**config.mk**
```make
export PLATFORM = sky130hd
export DESIGN_NAME = ram_access_top
export DESIGN_NICKNAME = d
export VERILOG_FILES = /design/src/ram_access_pkg.sv /design/src/ram_port_if.sv /design/src/ram_access_top.sv /design/src/mbist_capture.sv /design/src/ram_array.sv /design/src/access_select.sv
export SDC_FILE = /design/constraint.sdc
export NUM_CORES = 2
export LEC_CHECK = 0
export BUFFER_PORTS_ARGS = -buffer_cell sky130_fd_sc_hd__buf_2
export CAP_MARGIN = 40
export CORE_ASPECT_RATIO = 0.9
export CORE_MARGIN = 4
export CORE_UTILIZATION = 32
export DETAILED_ROUTE_END_ITERATION = 8
export GPL_TIMING_DRIVEN = 0
export SYNTH_ARGS = -nofsm -noshare
export SYNTH_HDL_FRONTEND = slang
export SYNTH_SLANG_ARGS = --single-unit
```
**constraint.sdc**
```tcl
create_clock -name clk -period 7.5 [get_ports clk]
set_input_delay 1.875 -clock clk [delete_from_list [all_inputs] [get_ports clk]]
set_output_delay 1.875 -clock clk [all_outputs]
set_load 0.03 [all_outputs]
```
**src/ram_access_pkg.sv**
```systemverilog
package ram_access_pkg;

  // ----------------------------------------------------------------------
  // array geometry
  // ----------------------------------------------------------------------
  localparam int ADDR_W = 6;
  localparam int DATA_W = 18;

  // MBIST data pattern, repeated across the full word on writes
  localparam int PAT_W      = 2;
  localparam int PAT_REPEAT = DATA_W / PAT_W;

  // ----------------------------------------------------------------------
  // vector types
  // ----------------------------------------------------------------------
  // read and write addresses
  typedef logic [ADDR_W-1:0] addr_t;

  // data words, both into and out of the array
  typedef logic [DATA_W-1:0] data_t;

  // raw MBIST pattern before replication
  typedef logic [PAT_W-1:0] bist_pat_t;

endpackage
```
**src/ram_port_if.sv**
```systemverilog
`timescale 1ns/100ps

// selected write and read port of the storage array
interface ram_port_if;
  import ram_access_pkg::*;

  // write port
  addr_t wa;
  data_t wd;
  logic  we;

  // read port
  addr_t ra;
  logic  re;

  // functional/MBIST select drives the port
  modport src (output wa, wd, we, ra, re);

  // storage array consumes it
  modport sink (input wa, wd, we, ra, re);

  // capture logic only watches the read strobe
  modport mon (input re);

endinterface

```
**src/ram_access_top.sv**
```systemverilog
`timescale 1ns/100ps

module ram_access_top #(
  parameter int DEPTH = 64
) (
  input  logic                      clk,
  input  logic                      mbist_ramaccess_rst_,
  // functional port
  input  logic                      we,
  input  logic                      re,
  input  ram_access_pkg::addr_t     wa,
  input  ram_access_pkg::addr_t     ra,
  input  ram_access_pkg::data_t     di,
  input  logic                      write_inh,
  // MBIST port
  input  logic                      mbist_en_sync,
  input  logic                      mbist_we,
  input  logic                      mbist_ce,
  input  ram_access_pkg::addr_t     mbist_wa,
  input  ram_access_pkg::addr_t     mbist_ra,
  input  ram_access_pkg::bist_pat_t mbist_di,
  // read data
  output ram_access_pkg::data_t     dout,
  output ram_access_pkg::data_t     mbist_do
);
  import ram_access_pkg::*;

  logic  mbist_mode;
  data_t rd_data;

  // selected array port
  ram_port_if ram_port ();

  // ----------------------------------------------------------------------
  // functional / MBIST select
  // ----------------------------------------------------------------------
  access_select u_access_select (
    .clk                  (clk),
    .mbist_ramaccess_rst_ (mbist_ramaccess_rst_),
    .mbist_en_sync        (mbist_en_sync),
    .write_inh            (write_inh),
    .wa                   (wa),
    .ra                   (ra),
    .di                   (di),
    .we                   (we),
    .re                   (re),
    .mbist_wa             (mbist_wa),
    .mbist_ra             (mbist_ra),
    .mbist_di             (mbist_di),
    .mbist_we             (mbist_we),
    .mbist_ce             (mbist_ce),
    .mbist_mode           (mbist_mode),
    .ram                  (ram_port.src)
  );

  // ----------------------------------------------------------------------
  // storage and MBIST capture
  // ----------------------------------------------------------------------
  ram_array #(
    .DEPTH (DEPTH)
  ) u_ram_array (
    .clk                  (clk),
    .mbist_ramaccess_rst_ (mbist_ramaccess_rst_),
    .ram                  (ram_port.sink),
    .rd_data              (rd_data)
  );

  mbist_capture u_mbist_capture (
    .clk                  (clk),
    .mbist_ramaccess_rst_ (mbist_ramaccess_rst_),
    .mbist_mode           (mbist_mode),
    .ram                  (ram_port.mon),
    .rd_data              (rd_data),
    .mbist_do             (mbist_do)
  );

  // array output register feeds the functional read data directly
  assign dout = rd_data;

endmodule

```
**src/mbist_capture.sv**
```systemverilog
`timescale 1ns/100ps

module mbist_capture (
  input  logic                  clk,
  input  logic                  mbist_ramaccess_rst_,
  input  logic                  mbist_mode,
  ram_port_if.mon               ram,
  input  ram_access_pkg::data_t rd_data,
  output ram_access_pkg::data_t mbist_do
);
  import ram_access_pkg::*;

  // read strobe delayed to line up with the array output register
  logic  ce_1p;
  // capture register seen by the MBIST controller
  data_t cap_data;
  logic  cap_en;

  // ----------------------------------------------------------------------
  // delayed chip enable
  // ----------------------------------------------------------------------
  always_ff @(posedge clk or negedge mbist_ramaccess_rst_) begin
    if (!mbist_ramaccess_rst_) begin
      ce_1p <= 1'b0;
    end else begin
      ce_1p <= ram.re;
    end
  end

  // only capture while the test engine owns the array
  assign cap_en = ce_1p & mbist_mode;

  // ----------------------------------------------------------------------
  // capture register
  // ----------------------------------------------------------------------
  // loads one edge after the array read, holds otherwise
  always_ff @(posedge clk or negedge mbist_ramaccess_rst_) begin
    if (!mbist_ramaccess_rst_) begin
      cap_data <= '0;
    end else if (cap_en) begin
      cap_data <= rd_data;
    end
  end

  assign mbist_do = cap_data;

endmodule

```
**src/ram_array.sv**
```systemverilog
`timescale 1ns/100ps

module ram_array #(
  parameter int DEPTH = 64
) (
  input  logic                  clk,
  input  logic                  mbist_ramaccess_rst_,
  ram_port_if.sink              ram,
  output ram_access_pkg::data_t rd_data
);
  import ram_access_pkg::*;

  // highest implemented word address
  localparam addr_t LAST_ADDR = addr_t'(DEPTH - 1);

  // contents stay undefined until written
  data_t mem [DEPTH];

  // ----------------------------------------------------------------------
  // write port
  // ----------------------------------------------------------------------
  // addresses beyond the last word are dropped
  always_ff @(posedge clk) begin
    if (ram.we && (ram.wa <= LAST_ADDR)) begin
      mem[ram.wa] <= ram.wd;
    end
  end

  // ----------------------------------------------------------------------
  // read port
  // ----------------------------------------------------------------------
  // old data is returned on a same-edge write to ra
  // output register holds between reads
  always_ff @(posedge clk or negedge mbist_ramaccess_rst_) begin
    if (!mbist_ramaccess_rst_) begin
      rd_data <= '0;
    end else if (ram.re) begin
      if (ram.ra <= LAST_ADDR) begin
        rd_data <= mem[ram.ra];
      end else begin
        rd_data <= '0;
      end
    end
  end

endmodule

```
**src/access_select.sv**
```systemverilog
`timescale 1ns/100ps

module access_select (
  input  logic                      clk,
  input  logic                      mbist_ramaccess_rst_,
  input  logic                      mbist_en_sync,
  input  logic                      write_inh,
  // functional port
  input  ram_access_pkg::addr_t     wa,
  input  ram_access_pkg::addr_t     ra,
  input  ram_access_pkg::data_t     di,
  input  logic                      we,
  input  logic                      re,
  // MBIST port
  input  ram_access_pkg::addr_t     mbist_wa,
  input  ram_access_pkg::addr_t     mbist_ra,
  input  ram_access_pkg::bist_pat_t mbist_di,
  input  logic                      mbist_we,
  input  logic                      mbist_ce,
  // selected mode and array port
  output logic                      mbist_mode,
  ram_port_if.src                   ram
);
  import ram_access_pkg::*;

  data_t mbist_word;
  logic  sel_we;

  // ----------------------------------------------------------------------
  // mode register
  // ----------------------------------------------------------------------
  // mbist_en_sync is already synchronized upstream, one flop is enough
  always_ff @(posedge clk or negedge mbist_ramaccess_rst_) begin
    if (!mbist_ramaccess_rst_) begin
      mbist_mode <= 1'b0;
    end else begin
      mbist_mode <= mbist_en_sync;
    end
  end

  // ----------------------------------------------------------------------
  // port muxes
  // ----------------------------------------------------------------------
  // pattern replicated across every bit pair of the word
  assign mbist_word = {PAT_REPEAT{mbist_di}};

  // write side
  assign ram.wa = mbist_mode ? mbist_wa   : wa;
  assign ram.wd = mbist_mode ? mbist_word : di;
  assign sel_we = mbist_mode ? mbist_we   : we;

  // write inhibit wins in both modes
  assign ram.we = sel_we & ~write_inh;

  // read side, mbist_ce acts as the read strobe in test mode
  assign ram.ra = mbist_mode ? mbist_ra : ra;
  assign ram.re = mbist_mode ? mbist_ce : re;

endmodule

```
# == Word level (Yosys, flattened, before mapping) ==
# Memory sizes are Yosys's and may differ from the RTL's. A register that Yosys moved wholly into a read port is not among the register bits.
# Index checks and enable logic that the tools add are counted.
# word_totals
ff_bits,20
latch_bits,0
ram_bits,1152
mem_bits_ro,0
output_inout_bits,36
word_cells,17
memories,1
# memory_table
name,words,word_bits,rd,rd_ports_with_merged_regs,wr,line_no,rtl
u_ram_array.mem,64,18,1,1,1,ram_array.sv:17,data_t mem [DEPTH];
# op_classes
add_sub_neg,0
multipliers,0
div_mod_pow,0
n_lt_le_gt_ge,1
eq_ne,0
n_shift,0
muxes,7
n_bitwise,3
n_reduce_logical,2
# op_table
op,n
$mux W18,1
$mux W6,2
$le A6 B6 Y1 const B,1
$mux W1,4
$and A1 B1 Y1,2
$logic_and A1 B1 Y1,1
$logic_not A1 Y1,1
$not A1 Y1,1

# == Longest topological paths before layout ==
# logic_depth
ltp_word,5
mapped_depth,12

# == By module ==
# A second synthesis with hierarchy kept.
# unflattened
hier_cells,2307
hier_area_um2,46589.7
# by_module_without_submodules
module,instances,cells_per_inst,area_each_um2,seq_area_each_um2
ram_array,1,2210,45409.8,35043.6
mbist_capture,1,39,747.0,475.5
access_select,1,58,432.9,25.0

# == Worst setup path before layout ==
# OpenSTA, ideal clock, no wires.
# synth_timing
path_kind,input port to flip-flop
from,input port di[0]
to,memory u_ram_array.mem[0][0] in the netlist's numbering (data pin)
setup_time_ns,0.702
arrival_ns,4.424
slack_ns,2.375
path_stages,2
path_buffers,0
cell_sequence,inv_1 o21ai_0
# synth_via
elab_chain_len,1
# synth_rtl
element,line_no,rtl
from (decl),ram_access_top.sv:13,"input ram_access_pkg::data_t di,"
$mux W18,access_select.sv:49,assign ram.wd = mbist_mode ? mbist_word : di;
via ram_port.wd[0],ram_port_if.sv:9,data_t wd;
to (decl),ram_array.sv:17,
# The timed path passes the listed nets, and every way through them passes these cells.

# == Worst setup path in the final report ==
# layout_timing
from,input port mbist_ra[0]
to,"register u_ram_array.rd_data[15], read port of u_ram_array.mem"
# layout_via
elab_chain_len,1
# layout_rtl
element,line_no,rtl
from (decl),ram_access_top.sv:20,"input ram_access_pkg::addr_t mbist_ra,"
$mux W6,access_select.sv:56,assign ram.ra = mbist_mode ? mbist_ra : ra;
to (decl),ram_array.sv:9,output ram_access_pkg::data_t rd_data
# No other way between the ends.
# A chain may end at the register's enable or synchronous reset.

==> out/qor.yml <==
run_status:
  status: "completed"
global_routing:
  antenna_found_initial: 16
  grt_pass1_vias: 35045
  grt_first_pass_wirelength_mm: 296
  grt_max_degree: 39
  grtUsageTotal_pct: 27.2
  grt-ovfl-total: 0
drt:
  wl_per_cell_um: 35.7
  vias: 38332
  drtAntennaViolNets: 0
  drt-vias-per-instance: 6.15
  drc: 0
  drtIter0Drc: 7971
  totalWireLength_mm: 223
  drtPass1Iterations: 7
cts:
  cts_max_level: 4
  clock_latency_ns: 0.79
  path_clk_slew_ns: 0.06
  clkSinkCount: 1190
  ctsResizeCount: 0
  root_buffer: "clkbuf_16"
  numCtsBuffers: 131
  post_cts_buffers: 0
  cts_buffer_depth: 3
  cts_hold_buffers: 0
  cts_tree: "yes"
setup_path:
  end_kind: "flop"
  start_kind: "input port"
  cp.arrival_ns: 5.95
  cp-startpoint: "mbist_ra[0]"
  worstPathMaxFanout: 10
  path_class: "in -> reg"
  reg2reg_from: "u_access_select.mbist_mode"
  reg2regPathDepth: 11
  critPathRequiredTime_ns: 8.14
timing:
  fin_skew_ns: 0.0499
  finalCriticalPeriod_ns: 5.31
  relSlewSlack_pct: 29.5
  worstMarginPinSlew_ns: 1.06
  rsz0062_at_grt: "false"
  max_freq_mhz: 188
  fin_crit_sh_pct: 70.8
  slew_viol_final: 0
  setup_viol: 0
  hold_viol: 0
floorplanning:
  initial_utilization_pct: 32.2
  die-width_um: 421
  fp-row-count: 136
  ios: 88
  die_area_sq_um: 160000
  die_y_um: 379
  core_area_sq_um: 152000
synth:
  synth_top_cell_area_share_pct: 70.5
  synthMuxAreaShare_pct: 2.03
  yosysMostFrequentCell: "edfxtp_1"
  synth-seq-cells: 1190
  ys_warn_count: 0
  synth_compound_area_share_pct: 11.6
  synth_common_cells: "edfxtp_1 (1,152), nor2_1 (590), nand2_1 (391)"
  synth_area_sq_um: 49000
  synth_cells: 3722
  ys_seq_area_share_pct: 72.5
  synth_area_per_cell_sq_um: 13.2
  synthArstFlopShare_pct: 3.19
  syn_nets: 3774
  yosys.cell_types.count: 72
  synthTopCellsByArea: "edfxtp_1 (71%), nor2_1 (4.5%), nand2_1 (3.0%), o21ai_0 (2.2%), dfrtp_1 (1.9%)"
  synth_top_cell_by_area: "edfxtp_1"
  ys.flop_type: "edfxtp_1"
  synth-xor-area-share_pct: 0
  yosys.area_share.simple_pct: 11.1
  synthAdderAreaFrac_pct: 0
  synth_top_family_by_area: "compound AO/OA/AOI/OAI gates"
  synth_edf_count: 1152
placed_design:
  io_buffers: 86
  place_hpwl_mm: 155
  gp_congestion: 0.991
  placedCellCount: 5980
final_layout:
  fin_nets: 4170
  syn_to_final_growth_pct: 22.5
  fin_cells: 6230
  drive_above_1_share_pct: 17.0
power_and_ir_drop:
  ir_drop_v: 0.000179
  power.density_nw_per_um2: 265
  leakage_nw: 20.1
  fin_total_pwr_mw: 15.9
flow_run:
  drv_cap: 0
min_path:
  hold_class: "reg -> reg"
  hp-start: "u_mbist_capture.mbist_do[10]"
  hold_depth: 1
[layer usage]
layer	GRT usage, %	wire length [um]	up-vias
met2	38.5	91300	3537
met4	17.9	17900	8
met5	0	46	-
met3	11.3	36000	812
li1	-	-	14920
met1	34.1	77400	19055
[cells in the final DEF, fill, tap and decap left out, types with 18 or more instances in the layout]
| cell type | Yosys | layout |
|---|---|---|
| nor2_4 | 0 | 54 |
| a21oi_1 | 119 | 119 |
| clkbuf_16 | 0 | 132 |
| nor3_1 | 38 | 38 |
| o221ai_1 | 38 | 38 |
| inv_1 | 52 | 52 |
| o211ai_1 | 89 | 89 |
| edfxtp_1 | 1152 | 1152 |
| nand3_1 | 156 | 156 |
| o2111ai_1 | 34 | 34 |
| o21ai_4 | 0 | 18 |
| buf_12 | 0 | 47 |
| nand4_1 | 18 | 18 |
| nor2_1 | 590 | 525 |
| buf_2 | 129 | 224 |
| nand2_1 | 391 | 391 |
| mux2_2 | 26 | 26 |
| o21ai_0 | 215 | 197 |
| mux2i_1 | 59 | 58 |
| clkbuf_1 | 80 | 107 |
| dfrtp_1 | 38 | 38 |
| buf_4 | 9 | 19 |
| a22oi_1 | 27 | 27 |
| clkinv_2 | 0 | 19 |
| a221oi_1 | 25 | 25 |
| o22ai_1 | 27 | 27 |
| buf_1 | 21 | 21 |
| a31oi_1 | 43 | 43 |
| nor4_1 | 23 | 23 |
| nand2b_1 | 42 | 42 |
| a211oi_1 | 60 | 60 |
| buf_16 | 0 | 47 |
| buf_6 | 8 | 33 |
| o21bai_1 | 41 | 41 |
| clkinv_1 | 1 | 26 |
| buf_8 | 0 | 35 |
[worst max-delay path, stage by stage]
cell	delay, ns
buf_2	0.10
buf_2	0.25
nand3_1	0.46
nand2_1	0.41
buf_4	0.28
buf_2	0.44
buf_2	0.57
o21bai_1	0.15
nand4_1	0.29
o21ai_0	0.43
o31ai_1	0.50
o311ai_1	0.16
[registers in the layout, indices dropped and copies added, names as in the netlist]
name,count
u_ram_array.rd_data,18
u_mbist_capture.mbist_do,18
u_ram_array.mem,1152
u_mbist_capture.ce_1p,1
u_access_select.mbist_mode,1
[final timing paths]
| path | to | slack (ns) |
|---|---|---|
| min | u_mbist_capture.mbist_do[10] | 0.50 |
| max reg2reg | u_ram_array.mem[11][13] | 2.96 |
| min in group asynchronous | u_mbist_capture.mbist_do[1] | 1.19 |
| min reg2reg | u_mbist_capture.mbist_do[10] | 0.50 |
| max | u_ram_array.rd_data[15] | 2.19 |
| max in group asynchronous | u_mbist_capture.mbist_do[12] | 5.70 |
[power breakdown]
group / leakage [nW] / internal [mW] / switching, mW
clock: 2.04 / 3.55 / 2.85
sequential: 10.9 / 7.41 / 0.0706
combinational: 7.21 / 0.517 / 1.51
[cells by family (layout without fill, tap and decap cells)]
kind of cell	Yosys count	after routing
AND/OR/NAND/NOR	1294	1294
flip-flops	1190	1190
AO/OA/AOI/OAI	848	848
buffers and inverters	300	797
multiplexers	90	90
other	0	10
[through the flow]
step                worst slack (ns)  area [sq um]  hold WS (ns)  utilization, %  setup TNS, ns
floorplan                       2.37         49000         0.614               -              0
global placement               -3.02         52000         0.484            34.1       -2331.11
detailed placement              1.62         55800         0.487            36.6              0
CTS                             2.44         60000         0.499            39.4              0
global route                    2.35         60000         0.520            39.4              0
finish                          2.19         60100         0.496            39.4              0
[area by class of cell]
class                      instances  area (sq um)
clock buffer                     164          3430
tap                             2001          2500
clock inverter                    70           771
inverter                          53           199
antenna                           10          25.0
timing repair buffer             263          3620
fill                           14120         92400
sequential                      1190         35500
multi-input combinational       2232         12800
buffer                           247          1190
No activity file was read; power rests on OpenSTA's default activity.
